$ cat src/verilog/fp80_pkg.sv
package fp80_pkg;

	// ==============================
	// operand format
	// ==============================

	// exponent msb, 15 bit biased exponent
	localparam int EMSB = 14;
	// mantissa msb, bit 63 is the explicit integer bit
	localparam int FMSB = 63;
	// quiet bit sits just below the integer bit
	localparam int QBIT = 62;

	// all ones exponent marks inf and nan
	localparam logic [EMSB:0] EXP_MAX = '1;

	// one extended precision operand, 80 bits total
	typedef struct packed
	{
		logic sgn;
		logic [EMSB:0] exp;
		logic [FMSB:0] man;
	} fp80_t;

	// ==============================
	// opcodes
	// ==============================

	// encoding 2'b11 is unused
	typedef enum logic [1:0]
	{
		OP_CMP = 2'd0,
		OP_MIN = 2'd1,
		OP_MAX = 2'd2
	} fp80_op_e;

	// ==============================
	// predicate mask bits
	// ==============================

	// lower byte holds the "true" sense predicates
	localparam int CMP_EQ    = 0;
	localparam int CMP_LT    = 1;
	localparam int CMP_LE    = 2;
	// magnitude only, sign ignored
	localparam int CMP_MAGLT = 3;
	localparam int CMP_UN    = 4;
	// bits 5..7 always zero

	// upper byte holds the complements
	localparam int CMP_NE    = 8;
	localparam int CMP_GE    = 9;
	localparam int CMP_GT    = 10;
	localparam int CMP_MAGGE = 11;
	localparam int CMP_OR    = 12;
	// bits 13..15 always zero

	// canonical quiet nan returned when min/max sees two nans
	// integer and quiet bits set, rest of fraction clear
	localparam fp80_t CANON_QNAN = '{
		sgn: 1'b0,
		exp: EXP_MAX,
		man: 64'hC000_0000_0000_0000
	};

endpackage
$ cat src/verilog/fp80_decomp_if.sv
`timescale 1ns/1ns

// one operand split into fields and class flags
interface fp80_decomp_if
	import fp80_pkg::*;
();

	// untouched operand, needed by min/max for selection
	fp80_t raw;
	logic sgn;
	logic [EMSB:0] exp;
	logic [FMSB:0] man;
	// class flags
	logic vz;
	logic inf;
	logic nan;
	logic qnan;
	logic snan;

	// decomposer side drives every field
	modport src (output raw, sgn, exp, man, vz, inf, nan, qnan, snan);

	// compare and min/max only look
	modport dst (input raw, sgn, exp, man, vz, inf, nan, qnan, snan);

endinterface

$ cat src/verilog/fp80_cmp_unit.sv
`timescale 1ns/1ns

module fp80_cmp_unit
	import fp80_pkg::*;
(
	input logic clk,
	input logic arst_n,
	input logic start,
	input fp80_op_e op,
	input fp80_t a,
	input fp80_t b,
	input logic clear_flags,
	output logic done,
	output fp80_t result,
	output logic nan,
	output logic snan,
	output logic inf,
	output logic sticky_invalid,
	output logic sticky_unordered
);

	// registered operands into the datapath
	fp80_t ra;
	fp80_t rb;
	logic take_max;
	// datapath back to control
	logic [15:0] mask;
	fp80_t sel_res;
	logic c_nan;
	logic c_snan;
	logic c_inf;

	fp80_decomp_if da_if ();
	fp80_decomp_if db_if ();

	// ==============================
	// control and pipeline registers
	// ==============================

	fp80_cmp_ctrl ctrl_inst (
		.clk(clk), .arst_n(arst_n), .start(start), .op(op), .a(a), .b(b),
		.clear_flags(clear_flags), .ra(ra), .rb(rb), .take_max(take_max),
		.mask(mask), .sel_res(sel_res), .c_nan(c_nan), .c_snan(c_snan), .c_inf(c_inf),
		.done(done), .result(result), .nan(nan), .snan(snan), .inf(inf),
		.sticky_invalid(sticky_invalid), .sticky_unordered(sticky_unordered)
	);

	// ==============================
	// combinational datapath
	// ==============================

	// one decomposer per operand
	fp80_decomp decomp_a_inst (.i(ra), .d(da_if.src));
	fp80_decomp decomp_b_inst (.i(rb), .d(db_if.src));

	fp80_compare compare_inst (
		.da(da_if.dst), .db(db_if.dst), .mask(mask),
		.nan(c_nan), .snan(c_snan), .inf(c_inf)
	);

	fp80_minmax minmax_inst (
		.da(da_if.dst), .db(db_if.dst), .take_max(take_max), .sel_res(sel_res)
	);

endmodule

$ cat src/verilog/fp80_cmp_ctrl.sv
`timescale 1ns/1ns

module fp80_cmp_ctrl
	import fp80_pkg::*;
(
	input logic clk,
	input logic arst_n,
	input logic start,
	input fp80_op_e op,
	input fp80_t a,
	input fp80_t b,
	input logic clear_flags,
	output fp80_t ra,
	output fp80_t rb,
	output logic take_max,
	input logic [15:0] mask,
	input fp80_t sel_res,
	input logic c_nan,
	input logic c_snan,
	input logic c_inf,
	output logic done,
	output fp80_t result,
	output logic nan,
	output logic snan,
	output logic inf,
	output logic sticky_invalid,
	output logic sticky_unordered
);

	// stage 1 state
	logic s1_valid;
	fp80_op_e s1_op;
	// sticky set conditions for the op finishing this cycle
	logic set_invalid;
	logic set_unordered;

	// ==============================
	// stage 1 capture
	// ==============================

	// operand registers loaded on start
	always_ff @(posedge clk or negedge arst_n)
	begin
		if (!arst_n)
		begin
			ra <= '0;
			rb <= '0;
		end
		else if (start)
		begin
			ra <= a;
			rb <= b;
		end
	end

	always_ff @(posedge clk or negedge arst_n)
	begin
		if (!arst_n)
		begin
			s1_valid <= 1'b0;
			s1_op <= OP_CMP;
		end
		else
		begin
			s1_valid <= start;
			if (start)
				s1_op <= op;
		end
	end

	// min/max direction straight from the stage 1 opcode
	assign take_max = (s1_op == OP_MAX);

	// ==============================
	// stage 2 result and flags
	// ==============================

	assign set_invalid = s1_valid & c_snan;
	assign set_unordered = s1_valid & (s1_op == OP_CMP) & mask[CMP_UN];

	always_ff @(posedge clk or negedge arst_n)
	begin
		if (!arst_n)
		begin
			done <= 1'b0;
			result <= '0;
			nan <= 1'b0;
			snan <= 1'b0;
			inf <= 1'b0;
			sticky_invalid <= 1'b0;
			sticky_unordered <= 1'b0;
		end
		else
		begin
			// single cycle pulse for each stage 1 op
			done <= s1_valid;
			// result and flags hold until the next op lands
			if (s1_valid)
			begin
				result <= (s1_op == OP_CMP) ? fp80_t'({64'd0, mask}) : sel_res;
				nan <= c_nan;
				snan <= c_snan;
				inf <= c_inf;
			end
			// a set in the same cycle beats the clear
			if (set_invalid)
				sticky_invalid <= 1'b1;
			else if (clear_flags)
				sticky_invalid <= 1'b0;
			if (set_unordered)
				sticky_unordered <= 1'b1;
			else if (clear_flags)
				sticky_unordered <= 1'b0;
		end
	end

	// every done traces back to a valid stage 1 slot
	assert property (@(posedge clk) disable iff (!arst_n) done |-> $past(s1_valid))
		else $error("fp80_cmp_ctrl done without stage 1 valid");

	assert property (@(posedge clk) disable iff (!arst_n)
		start |-> (op inside {OP_CMP, OP_MIN, OP_MAX}))
		else $error("fp80_cmp_ctrl start with unused opcode");

endmodule

$ cat src/verilog/fp80_minmax.sv
`timescale 1ns/1ns

module fp80_minmax
	import fp80_pkg::*;
(
	fp80_decomp_if.dst da,
	fp80_decomp_if.dst db,
	input logic take_max,
	output fp80_t sel_res
);

	logic a_nan;
	logic b_nan;
	logic both_zero;
	// strict signed order, each direction
	logic a_lt_b;
	logic b_lt_a;

	// either flavour of nan counts
	assign a_nan = da.qnan | da.snan;
	assign b_nan = db.qnan | db.snan;

	assign both_zero = da.vz & db.vz;

	// signs differ means the negative side is smaller
	// zeros are resolved separately below
	assign a_lt_b = (da.sgn != db.sgn) ? da.sgn :
		da.sgn ? ({da.exp, da.man} > {db.exp, db.man}) :
		({da.exp, da.man} < {db.exp, db.man});
	assign b_lt_a = (da.sgn != db.sgn) ? db.sgn :
		da.sgn ? ({db.exp, db.man} > {da.exp, da.man}) :
		({db.exp, db.man} < {da.exp, da.man});

	// ==============================
	// selection
	// ==============================

	always_comb
	begin
		if (a_nan && b_nan)
			sel_res = CANON_QNAN;
		// one nan, the number wins
		else if (a_nan)
			sel_res = db.raw;
		else if (b_nan)
			sel_res = da.raw;
		// min leans to -0, max to +0
		else if (both_zero)
			sel_res = (take_max ? (~da.sgn | db.sgn) : (da.sgn | ~db.sgn)) ? da.raw : db.raw;
		// a kept on a tie
		else if (take_max)
			sel_res = a_lt_b ? db.raw : da.raw;
		else
			sel_res = b_lt_a ? db.raw : da.raw;
	end

	always_comb
	begin
		assert final (sel_res == da.raw || sel_res == db.raw || sel_res == CANON_QNAN)
			else $error("fp80_minmax result is neither operand nor canonical nan");
	end

endmodule

$ cat src/verilog/fp80_compare.sv
`timescale 1ns/1ns

module fp80_compare
	import fp80_pkg::*;
(
	fp80_decomp_if.dst da,
	fp80_decomp_if.dst db,
	output logic [15:0] mask,
	output logic nan,
	output logic snan,
	output logic inf
);

	// magnitude order of the exponent and mantissa concatenation
	logic mag_lt;
	logic mag_gt;
	logic mag_eq;
	// both operands zero with either sign
	logic both_zero;
	// signed order before nan masking
	logic eq;
	logic lt;
	logic unordered;

	// ==============================
	// ordering
	// ==============================

	// exponent is biased so the concatenation orders as unsigned
	assign mag_lt = {da.exp, da.man} < {db.exp, db.man};
	assign mag_gt = {da.exp, da.man} > {db.exp, db.man};
	assign mag_eq = {da.exp, da.man} == {db.exp, db.man};

	assign both_zero = da.vz & db.vz;

	// +0 and -0 compare equal
	assign eq = both_zero | (mag_eq & (da.sgn == db.sgn));

	// with differing signs the negative one is smaller unless both are zero
	// with equal signs negative values flip the magnitude order
	always_comb
	begin
		if (da.sgn != db.sgn)
			lt = da.sgn & ~both_zero;
		else if (da.sgn)
			lt = mag_gt;
		else
			lt = mag_lt;
	end

	assign unordered = da.nan | db.nan;

	// ==============================
	// predicate mask
	// ==============================

	always_comb
	begin
		mask = '0;
		// ordered predicates drop out when a nan is present
		mask[CMP_EQ]    = eq & ~unordered;
		mask[CMP_LT]    = lt & ~unordered;
		mask[CMP_LE]    = (lt | eq) & ~unordered;
		// magnitude bits ignore sign and nan
		mask[CMP_MAGLT] = mag_lt;
		mask[CMP_UN]    = unordered;
		// NE is the complement of EQ so any nan sets it
		mask[CMP_NE]    = ~eq | unordered;
		mask[CMP_GE]    = ~lt & ~unordered;
		mask[CMP_GT]    = ~(lt | eq) & ~unordered;
		mask[CMP_MAGGE] = ~mag_lt;
		mask[CMP_OR]    = ~unordered;
	end

	// exception indications
	// inf against inf is flagged as nan as well
	assign nan  = da.nan | db.nan | (da.inf & db.inf);
	assign snan = da.snan | db.snan;
	assign inf  = da.inf | db.inf;

	// equal and less can never hold together
	always_comb
	begin
		assert final (!(mask[CMP_EQ] && mask[CMP_LT]))
			else $error("fp80_compare EQ and LT both set");
	end

endmodule

$ cat src/verilog/fp80_decomp.sv
`timescale 1ns/1ns

module fp80_decomp
	import fp80_pkg::*;
(
	input fp80_t i,
	fp80_decomp_if.src d
);

	// exponent saturated
	logic exp_ones;
	// fraction below the integer bit is nonzero
	logic frac_nz;

	// ==============================
	// raw fields
	// ==============================

	assign d.raw = i;
	assign d.sgn = i.sgn;
	assign d.exp = i.exp;
	assign d.man = i.man;

	// ==============================
	// classification
	// ==============================

	assign exp_ones = (i.exp == EXP_MAX);

	// integer bit is excluded here, so a pseudo infinity
	// with bit 63 clear still counts as infinity
	assign frac_nz = |i.man[QBIT:0];

	// true zero needs every exponent and mantissa bit clear
	assign d.vz = (i.exp == '0) && (i.man == '0);

	assign d.inf = exp_ones & ~frac_nz;
	assign d.nan = exp_ones & frac_nz;

	// quiet bit picks the nan flavour
	assign d.qnan = d.nan & i.man[QBIT];
	assign d.snan = d.nan & ~i.man[QBIT];

	// integer bit carried along in man for the magnitude compare
	// nothing else here looks at i.man[FMSB]

endmodule

$ cat config.mk
export PLATFORM = sky130hd
export DESIGN_NAME = fp80_cmp_unit
export DESIGN_NICKNAME = d
export VERILOG_FILES = /design/src/verilog/fp80_pkg.sv /design/src/verilog/fp80_decomp_if.sv /design/src/verilog/fp80_cmp_unit.sv /design/src/verilog/fp80_cmp_ctrl.sv /design/src/verilog/fp80_minmax.sv /design/src/verilog/fp80_compare.sv /design/src/verilog/fp80_decomp.sv
export SDC_FILE = /design/constraint.sdc
export NUM_CORES = 1
export LEC_CHECK = 0
export BUFFER_PORTS_ARGS = -buffer_cell sky130_fd_sc_hd__buf_2
export CAP_MARGIN = 10
export CORE_MARGIN = 5
export CORE_UTILIZATION = 50
export DETAILED_ROUTE_END_ITERATION = 8
export PLACE_DENSITY = 0.86
export SYNTH_ARGS = -nofsm -noshare
export SYNTH_HDL_FRONTEND = slang
export SYNTH_SLANG_ARGS = --single-unit
$ cat constraint.sdc
create_clock -name clk -period 3.4 [get_ports clk]
set_input_delay 0.17 -clock clk [delete_from_list [all_inputs] [get_ports clk]]
set_output_delay 0.17 -clock clk [all_outputs]
set_load 0.01 [all_outputs]
# Word level (Yosys, flattened, before mapping)
# Index checks and enable logic that the tools add are counted.
[classes]
order_cmp = 4
n_eq_ne = 6
muxes = 18
bitwise_logic = 43
n_reduce_logical = 12
[ops]
columns = ["op", "n"]
rows = [
  ["2-to-1 mux 80 bit", 9],
  ["> comparator 79 bit", 2],
  ["< comparator 79 bit", 2],
  ["zero test 64 bit", 2],
  ["OR reduction 63 bit", 2],
  ["equality test 79 bit", 1],
  ["equality test 15 bit (second input constant)", 2],
  ["zero test 15 bit", 2],
  ["bitwise AND 1 bit", 20],
  ["inverter 1 bit", 12],
  ["OR 1 bit", 11],
  ["2-to-1 mux 1 bit", 9],
  ["nonzero test 2 bit", 2],
  ["logical AND 1 bit", 3],
  ["equality test 2 bit (second input constant)", 1],
  ["zero test 2 bit", 1],
  ["equality test 1 bit", 1],
  ["inequality test 1 bit", 1],
]
[totals]
register_bits = 249
inputBits = 166
out_inout_bits = 86
word_cells = 100

# Longest topological paths before layout
# Gate-level depths: netlist of run 1.
[logic_depth]
depth_word = 10
mapped_depth = 14
depth_no_buf = 12

# Modules after synthesis
# A second synthesis of run 1 with hierarchy kept.
[hier_totals]
hier_cells = 2946
hier_area_um2 = 24163.2
[modules_own_cells]
columns = ["mod", "n_inst", "cells_per_inst", "area_each_um2", "seq_area_each_um2"]
rows = [
  ["fp80_cmp_ctrl", 1, 727, 9678.0, 6231.0],
  ["fp80_minmax", 1, 1500, 9285.2, 0.0],
  ["fp80_decomp", 2, 197, 1456.4, 0.0],
  ["fp80_compare", 1, 325, 2287.2, 0.0],
]

# Least setup slack after synthesis of run 1
# Ideal clock, no wire load.
[synth_timing]
kind = "reg2reg"
start = "register, netlist name ctrl_inst.rb[70]"
end = "register, netlist name ctrl_inst.result[13]"
setup_time_ns = 0.126
arrival_time_ns = 3.028
t_required_ns = 3.274
path_slack_ns = 0.246
stages_incl_launch_ff = 15
n_path_buf = 2
synth_period_minus_slack_ns = 3.154
path_cell_list = "dfrtp_1 > inv_1 > ha_1 > and4_1 > and4bb_1 > nand2_2 > o311ai_2 > nor4_4 > nand2_2 > o21bai_4 > a31oi_4 > and2_1 > buf_6 > buf_6 > a221o_1"
[synth_via]
elab_chain_cells = 10
elab_cells_between_ends = 25
cone_classes = "4 x order compare; 1 x eq/ne; 12 x mux; 5 x bitwise; 3 x reduce/logical"
[synth_lines]
columns = ["item", "line_no", "text"]
rows = [
  ["< comparator 79 bit, or another cell as far along", "fp80_minmax.sv:32", "({db.exp, db.man} < {da.exp, da.man});"],
  ["2-to-1 mux 1 bit, on equally long branches", "fp80_minmax.sv:31, fp80_minmax.sv:28", ""],
  ["2-to-1 mux 1 bit, on equally long branches", "fp80_minmax.sv:30, fp80_minmax.sv:27", ""],
  ["2-to-1 mux 80 bit, on equally long branches", "fp80_minmax.sv:54, fp80_minmax.sv:52", ""],
  ["2-to-1 mux 80 bit", "fp80_minmax.sv:51", "else if (take_max)"],
  ["2-to-1 mux 80 bit", "fp80_minmax.sv:48", "else if (both_zero)"],
  ["2-to-1 mux 80 bit", "fp80_minmax.sv:45", "else if (b_nan)"],
  ["2-to-1 mux 80 bit", "fp80_minmax.sv:43", "else if (a_nan)"],
  ["2-to-1 mux 80 bit *", "fp80_minmax.sv:40", "if (a_nan && b_nan)"],
  ["2-to-1 mux 80 bit *", "fp80_cmp_ctrl.sv:100", "result <= (s1_op == OP_CMP) ? fp80_t'({64'd0, mask}) : sel_res;"],
]
# Mark *: on every way between the ends. The rest lies on a longest branch, timed or not.
# A chain may end at the register's enable or synchronous reset.

# Worst setup path in the final report of run 1
[layout_timing]
start = "register, netlist name ctrl_inst.rb[18]"
end = "register, netlist name ctrl_inst.result[78]"
[layout_via]
elab_chain_cells = 10
elab_cells_between_ends = 25
cone_classes = "4 x order compare; 12 x mux; 5 x bitwise; 4 x reduce/logical"
[layout_lines]
columns = ["item", "line_no"]
rows = [
  ["< comparator 79 bit, or another cell as far along", "fp80_minmax.sv:32"],
  ["2-to-1 mux 1 bit, on equally long branches", "fp80_minmax.sv:31, fp80_minmax.sv:28"],
  ["2-to-1 mux 1 bit, on equally long branches", "fp80_minmax.sv:30, fp80_minmax.sv:27"],
  ["2-to-1 mux 80 bit, on equally long branches", "fp80_minmax.sv:54, fp80_minmax.sv:52"],
  ["2-to-1 mux 80 bit", "fp80_minmax.sv:51"],
  ["2-to-1 mux 80 bit", "fp80_minmax.sv:48"],
  ["2-to-1 mux 80 bit", "fp80_minmax.sv:45"],
  ["2-to-1 mux 80 bit", "fp80_minmax.sv:43"],
  ["2-to-1 mux 80 bit *", "fp80_minmax.sv:40"],
  ["2-to-1 mux 80 bit *", "fp80_cmp_ctrl.sv:100"],
]
# Marked as above.

==> impl_metrics.json, run 1 <==
{
  "status": "finished, violations left",
  "violations": "negative setup slack",
  "synthCells": 1192,
  "port_buffers": 251,
  "grt_max_degree": 105,
  "hold_viol_final": 0,
  "first_pass_iters": 6,
  "hpwlAfterDp_um": 29860,
  "drc": 0,
  "reg2regPathDepth": 13,
  "layout_common_cells": "buf_2, dfrtp_1, dlygate4sd3_1",
  "maxCapViolCount": 0,
  "required_ns": 3.81,
  "r2r_setup_slack_ns": -0.02,
  "htreeDepth": 1,
  "worstSkewPairLatency_ns": 0.54,
  "synth-async-reset-ratio": 1.000,
  "hp-class": "input port to flip-flop",
  "drt_first_iter_violations": 1243,
  "cp.arrival_ns": 3.83,
  "finalWorstSetupSlack_ns": -0.01644,
  "syn_area_per_cell_sq_um": 10.63,
  "grt_overflow": 0,
  "gp_congestion": 0.9390,
  "die_width_um": 169.2,
  "critPathMaxStageDelay_ns": 0.47,
  "netlist_top_cells_area": "dfrtp_1, ha_1, mux2_2",
  "cts-buffers-inserted": 26,
  "cts_tree": "yes",
  "min_path_cells": 3,
  "vias": 12520,
  "synthToLayoutAreaGrowth_pct": 42.51,
  "slew_headroom": 0.4055,
  "p_per_area_mw_per_mm2": 528.2,
  "drive_gt1_frac": 0.3339,
  "power_mw": 9.540,
  "cts-root-buf": "clkbuf_16",
  "pin_count": 252,
  "grt_busiest_layer": "met2",
  "reg2reg_to": "ctrl_inst.result[78]",
  "critPathLaunchType": "flip-flop",
  "crit_chain": "inv_1, ha_1, nand4_1, nor4_4, nand2_1, o21ai_2, o21bai_4, a2111oi_4, o21ba_4, nor3_2, a21o_1, buf_12, a221o_1",
  "min_from": "start",
  "vdd_drop_max_v": 0.0004363,
  "ant_nets": 0,
  "grt_pass1_wl_um": 72670,
  "critPathSlowestCell": "a2111oi_4",
  "finalClockSkew_ns": 0.01091,
  "ys_seq_area_frac": 0.4916,
  "whs_endpoint": "ctrl_inst.rb[18]",
  "cts.sinks": 249,
  "max_freq_ghz": 0.2927,
  "grt_util_all_layers": 0.3199,
  "finalCritPeriodShare": 1.005,
  "finalCriticalPeriod_ns": 3.416,
  "finalNetCount": 1951,
  "routed_via_density": 6.097,
  "synth_nets": 1441,
  "worstPathMaxFanout": 9,
  "grt_pass1_vias": 12890,
  "rows": 58,
  "synth_area_sq_mm": 0.01267,
  "cts_buffer_depth": 3,
  "rr_startpoint": "ctrl_inst.rb[18]",
  "coreArea_sq_mm": 0.02504,
  "yosys_warnings": 0,
  "synth_largest_area_cell": "dfrtp_1",
  "routedWlPerCell_um": 23.47,
  "antenna_found_initial": 1,
  "die_y_um": 169.2,
  "worstSetupEndpointType": "flip-flop",
  "synth_seq_cells": 249,
  "leakagePower_nw": 8.455,
  "tightest_slew_ns": 0.8899,
  "die-area_sq_mm": 0.02863,
  "worstSetupPathType": "flip-flop to flip-flop",
  "clk_pin_slew_ns": 0.07,
  "final_core_util": 0.7214,
  "wl_um": 48190,
  "final_common_cell": "buf_2",
  "ys.flop_type": "dfrtp_1",
  "grtUsageMet1": 0.4034,
  "met2_usage": 0.5426,
  "dpl_cell_area_sq_mm": 0.01498,
  "start_util": 0.5062,
  "ys_types": 65,
  "drv_slew": 0,
  "rsz0062_at_grt": "yes",
  "synth_edf_count": 0,
  "finalInstanceArea_sq_mm": 0.01806,
  "finalSetupViolCount": 1,
  "finalSetupTns_ns": -0.01644,
  "gr-usage-met3": 0.06313,
  "synth_top_area_share": 0.4916
}
-- critical path: cells and delay by family, from the launching register on --
kind | cells | cell delay (ns)
AO/OA/AOI/OAI | 6 | 1.52
AND/OR/NAND/NOR | 4 | 0.80
flip-flops | 1 | 0.37
buffers and inverters | 2 | 0.22
adder cells (fa/ha/maj) | 1 | 0.38
-- registers in the layout (all words and copies together) (netlist names), 2 cells and up --
register and count:
ctrl_inst.ra 80, ctrl_inst.rb 80, ctrl_inst.result 80, ctrl_inst.s1_op 2
-- area by class of cell --
type                    count  area, sq um
fillers                  1601         6974
multi-input cells         799         6223
clock buffers              31        710.7
repair buffers            539         3928
inverters                  87        326.6
clock inverters            17        224.0
flip-flops and latches    249         6235
diodes                      1        2.502
well taps                 330        412.9
-- metal layers --
layer / vias up / wire length (um)
met4: 0 / 2697
met3: 218 / 4526
met5: - / 0
met1: 6071 / 17790
li1: 5377 / -
met2: 852 / 23170
-- cells in the mapped netlist, types with 5 or more instances --
cell,instances
mux2_2,81
a31oi_1,9
and4_1,9
o2bb2ai_1,7
nand3_1,22
ha_1,83
buf_2,6
nor2_1,25
inv_1,87
o21ai_0,99
nand2_1,125
buf_6,6
clkbuf_1,43
nand4_1,29
nand2b_1,5
a21oi_1,42
nor2b_1,67
nor3_1,7
nor4_1,44
a221oi_1,5
dfrtp_1,249
a221o_1,62
-- timing repair --
action,CTS,global route
pin swaps,7,15
endpoints found under the setup margin,71,78
resized for setup,16,51
hold endpoints to repair,263,0
buffers inserted,2,15
hold buffers,164,0
-- power by group --
group / switching (mW) / leakage, nW / internal (mW)
Clock: 1.27 / 0.452 / 1.88
Combinational: 1.35 / 4.97 / 1.27
Sequential: 0.385 / 3.03 / 3.39
Total: 3.00 / 8.46 / 6.54
-- logic make-up (layout without fill, tap and decap cells) --
group                    after synthesis  after routing  share of synthesized area
buffers and inverters                144            674                    0.04679
AND/OR/NAND/NOR                      351            351                     0.1463
other                                  0              1                          0
multiplexers                          83             83                    0.07354
AO/OA/AOI/OAI                        282            282                     0.1598
adder cells (fa/ha/maj)               83             83                    0.08194
flip-flops                           249            249                     0.4916
-- how the worst max path moves through the flow --
stage / cells after the start / slack (ns) / start / to
6_report: 13 / -0.02 / ctrl_inst.rb[18] / ctrl_inst.result[78]
5_1_grt: 13 / -0.12 / ctrl_inst.rb[18] / ctrl_inst.result[78]
4_1_cts: 14 / 0.004 / ctrl_inst.rb[42] / ctrl_inst.result[33]
3_5_place_dp: 14 / -0.15 / ctrl_inst.rb[42] / ctrl_inst.result[12]
3_3_place_gp: 14 / -0.05 / ctrl_inst.rb[38] / ctrl_inst.result[23]
2_1_floorplan: 14 / 0.25 / ctrl_inst.rb[70] / ctrl_inst.result[13]
-- metrics by stage --
stage | hold WS, ns | setup slack (ns) | cells
floorplan | -0.1256 | 0.2464 | 1192
detailed placement | 0.2647 | -0.1540 | 1823
finish | 0.1889 | -0.01644 | 2053
global placement | 0.2703 | -0.04512 | 1823
global route | 0.2332 | -0.1206 | 2053
CTS | 0.1726 | 0.003688 | 2037
Note: power is estimated with default switching activity, not from simulation.
==> run 2: changes to the inputs <==
- ABC_CLOCK_PERIOD_IN_PS: not set -> 3300
- CORE_UTILIZATION: 50 -> 56
- PLACE_DENSITY: 0.86 -> 0.91
- clock period: 3.4 -> 3.3 ns (I/O delays scaled with it)
==> run 2 against run 1 <==
Net effect:
- the flow still finishes with violations (negative setup slack)
- cell count is 2.2% higher
- die area down 10%
- critical path type unchanged
- fmax decreased by 6.4%
- largest power group unchanged
- total power rose by 12%
==> impl_metrics.json, run 2 (synthesis gave the netlist of run 1 again) <==
{
  "crit_chain": "inv_1, ha_4, buf_4, a21oi_1, o21ai_1, a21oi_2, o311ai_2, nor4_4, a2111oi_4, buf_4, o21ba_4, buf_4, o21ai_4, a21oi_4, buf_12, a221o_1",
  "die-area_sq_mm": 0.02574,
  "status": "finished, violations left",
  "critPathLaunchType": "flip-flop",
  "grt_max_degree": 102,
  "rsz0062_at_grt": "yes",
  "p_sw_mw": 3.470,
  "reg_top3": "ctrl_inst.ra x80, ctrl_inst.rb x80, ctrl_inst.result x80",
  "die_y_um": 160.4,
  "critPathMaxStageDelay_ns": 0.38,
  "seq_power_share": 0.363,
  "wl_um": 57360,
  "critPathSlowestCell": "dfrtp_1",
  "drv_slew": 0,
  "hpwlAfterDp_um": 30210,
  "cp.arrival_ns": 4.07,
  "vias": 14010,
  "worstSetupPathType": "flip-flop to flip-flop",
  "start_util": 0.5650,
  "pin_count": 252,
  "required_ns": 3.72,
  "cts_tree": "yes",
  "antenna_found_initial": 1,
  "p_sw_frac": 0.3236,
  "routed_via_density": 6.674,
  "max_freq_ghz": 0.2741,
  "cts.sinks": 249,
  "violations": "negative setup slack",
  "synthToLayoutAreaGrowth_pct": 52.10,
  "final_core_util": 0.8593,
  "slew_headroom": 0.3420,
  "power_mw": 10.72,
  "p_per_area_mw_per_mm2": 556.2,
  "finalClockSkew_ns": 0.01360,
  "rows": 55,
  "grt_pass1_vias": 14100,
  "multi_input_area_sq_mm": 0.006611,
  "drive_gt1_frac": 0.3920,
  "finalSetupViolCount": 76,
  "worstSkewPairLatency_ns": 0.55,
  "final_common_cell": "buf_2",
  "clkPwrFrac": 0.327,
  "grt_util_all_layers": 0.3911,
  "drt_first_iter_violations": 2102,
  "finalCriticalPeriod_ns": 3.649,
  "dpl_cell_area_sq_mm": 0.01546,
  "diodes": 0,
  "vdd_drop_max_v": 0.0004721,
  "port_buffers": 251,
  "leakagePower_nw": 9.000,
  "coreArea_sq_mm": 0.02243,
  "die_width_um": 160.4,
  "finalNetCount": 2042,
  "drc": 0,
  "path_common_cell": "buf_4",
  "cp.buffers_inverters": 5,
  "htreeDepth": 1,
  "clk_pin_slew_ns": 0.07,
  "fillers": 974,
  "tightest_slew_ns": 0.9849,
  "combPwrFrac": 0.310,
  "layout_common_cells": "buf_2, dfrtp_1, buf_4",
  "first_pass_iters": 9,
  "ff_latch_area_sq_mm": 0.006233,
  "cts_buffer_depth": 3,
  "finalWorstSetupSlack_ns": -0.3486,
  "finalCritPeriodShare": 1.106,
  "finalInstanceArea_sq_mm": 0.01928,
  "critPathTopFamily": "compound AO/OA/AOI/OAI gates",
  "routedWlPerCell_um": 27.33,
  "min_from": "start",
  "hold_viol_final": 0,
  "rr_startpoint": "ctrl_inst.rb[74]",
  "worstPathMaxFanout": 10,
  "p_int_mw": 7.252,
  "grt_pass1_wl_um": 79700,
  "cts-root-buf": "clkbuf_16",
  "worstSetupEndpointType": "flip-flop",
  "maxCapViolCount": 0,
  "ant_nets": 0,
  "gp_congestion": 0.9750,
  "cts-buffers-inserted": 28,
  "hp-class": "input port to flip-flop",
  "grt_overflow": 0,
  "cp-startpoint": "ctrl_inst.rb[74]"
}
[run 2: layout make-up]
cell class	count	share of cell area
Timing Repair Buffer	627	0.2453
Clock inverter	11	0.01116
Clock buffer	40	0.04186
Sequential cell	249	0.3233
Inverter	87	0.01694
Multi-Input combinational cell	800	0.3429
Tap cell	285	0.01850
[run 2: through the flow]
stage | instances | hold WS (ns) | setup WS [ns] | TNS [ns]
6_report | 2099 | 0.1066 | -0.3486 | -18.38
5_1_grt | 2099 | 0.1229 | -0.3543 | -22.04
4_1_cts | 2076 | 0.07756 | -0.1056 | -4.073
3_5_place_dp | 1844 | 0.1935 | -0.1513 | -7.834
3_3_place_gp | 1844 | 0.1904 | -0.04769 | -2.294
2_1_floorplan | 1192 | -0.1306 | 0.1464 | 0
[run 2: per-layer routing]
| layer | track usage | vias to the layer above | wire [um] |
|---|---|---|---|
| met5 | 0 | - | 7 |
| met4 | 0.2045 | 2 | 4970 |
| met3 | 0.08879 | 463 | 6796 |
| met2 | 0.6663 | 1379 | 27130 |
| met1 | 0.4638 | 6609 | 18450 |
| li1 | - | 5556 | - |
[run 2: worst register-to-register path, stage by stage (launching register included)]
cell and delay (ns):
dfrtp_1 0.38, inv_1 0.15, ha_4 0.23, buf_4 0.15, a21oi_1 0.25, o21ai_1 0.25
a21oi_2 0.21, o311ai_2 0.16, nor4_4 0.27, a2111oi_4 0.15, buf_4 0.17, o21ba_4 0.22
buf_4 0.15, o21ai_4 0.16, a21oi_4 0.08, buf_12 0.18, a221o_1 0.36
[run 2: final timing paths]
kind / cells after the start / endpoint / slack [ns]
setup / recovery: 16 / ctrl_inst.result[78] / -0.35
hold / removal: 2 / ctrl_inst.rb[19] / 0.11
setup reg to reg: 16 / ctrl_inst.result[78] / -0.35
hold reg to reg: 1 / ctrl_inst.nan / 0.48
max in group asynchronous: 3 / ctrl_inst.ra[66] / 2.09
min in group asynchronous: 2 / ctrl_inst.result[49] / 0.19
[run 2: repair_timing]
item,CTS,global route
hold endpoints to repair,244,0
buffers inserted,19,21
resized for setup,60,85
setup endpoints to repair,77,80
hold buffers,164,0
cloned,1,7
pin swaps,21,92
[run 2: power groups by stage]
stage | combinational (mW) | sequential (mW) | clock [mW]
floorplan | 1.14 | 3.93 | 0
global placement | 2.37 | 3.84 | 0
detailed placement | 2.46 | 3.85 | 0
CTS | 2.78 | 3.82 | 3.47
global route | 3.46 | 3.91 | 3.63
finish | 3.33 | 3.89 | 3.51
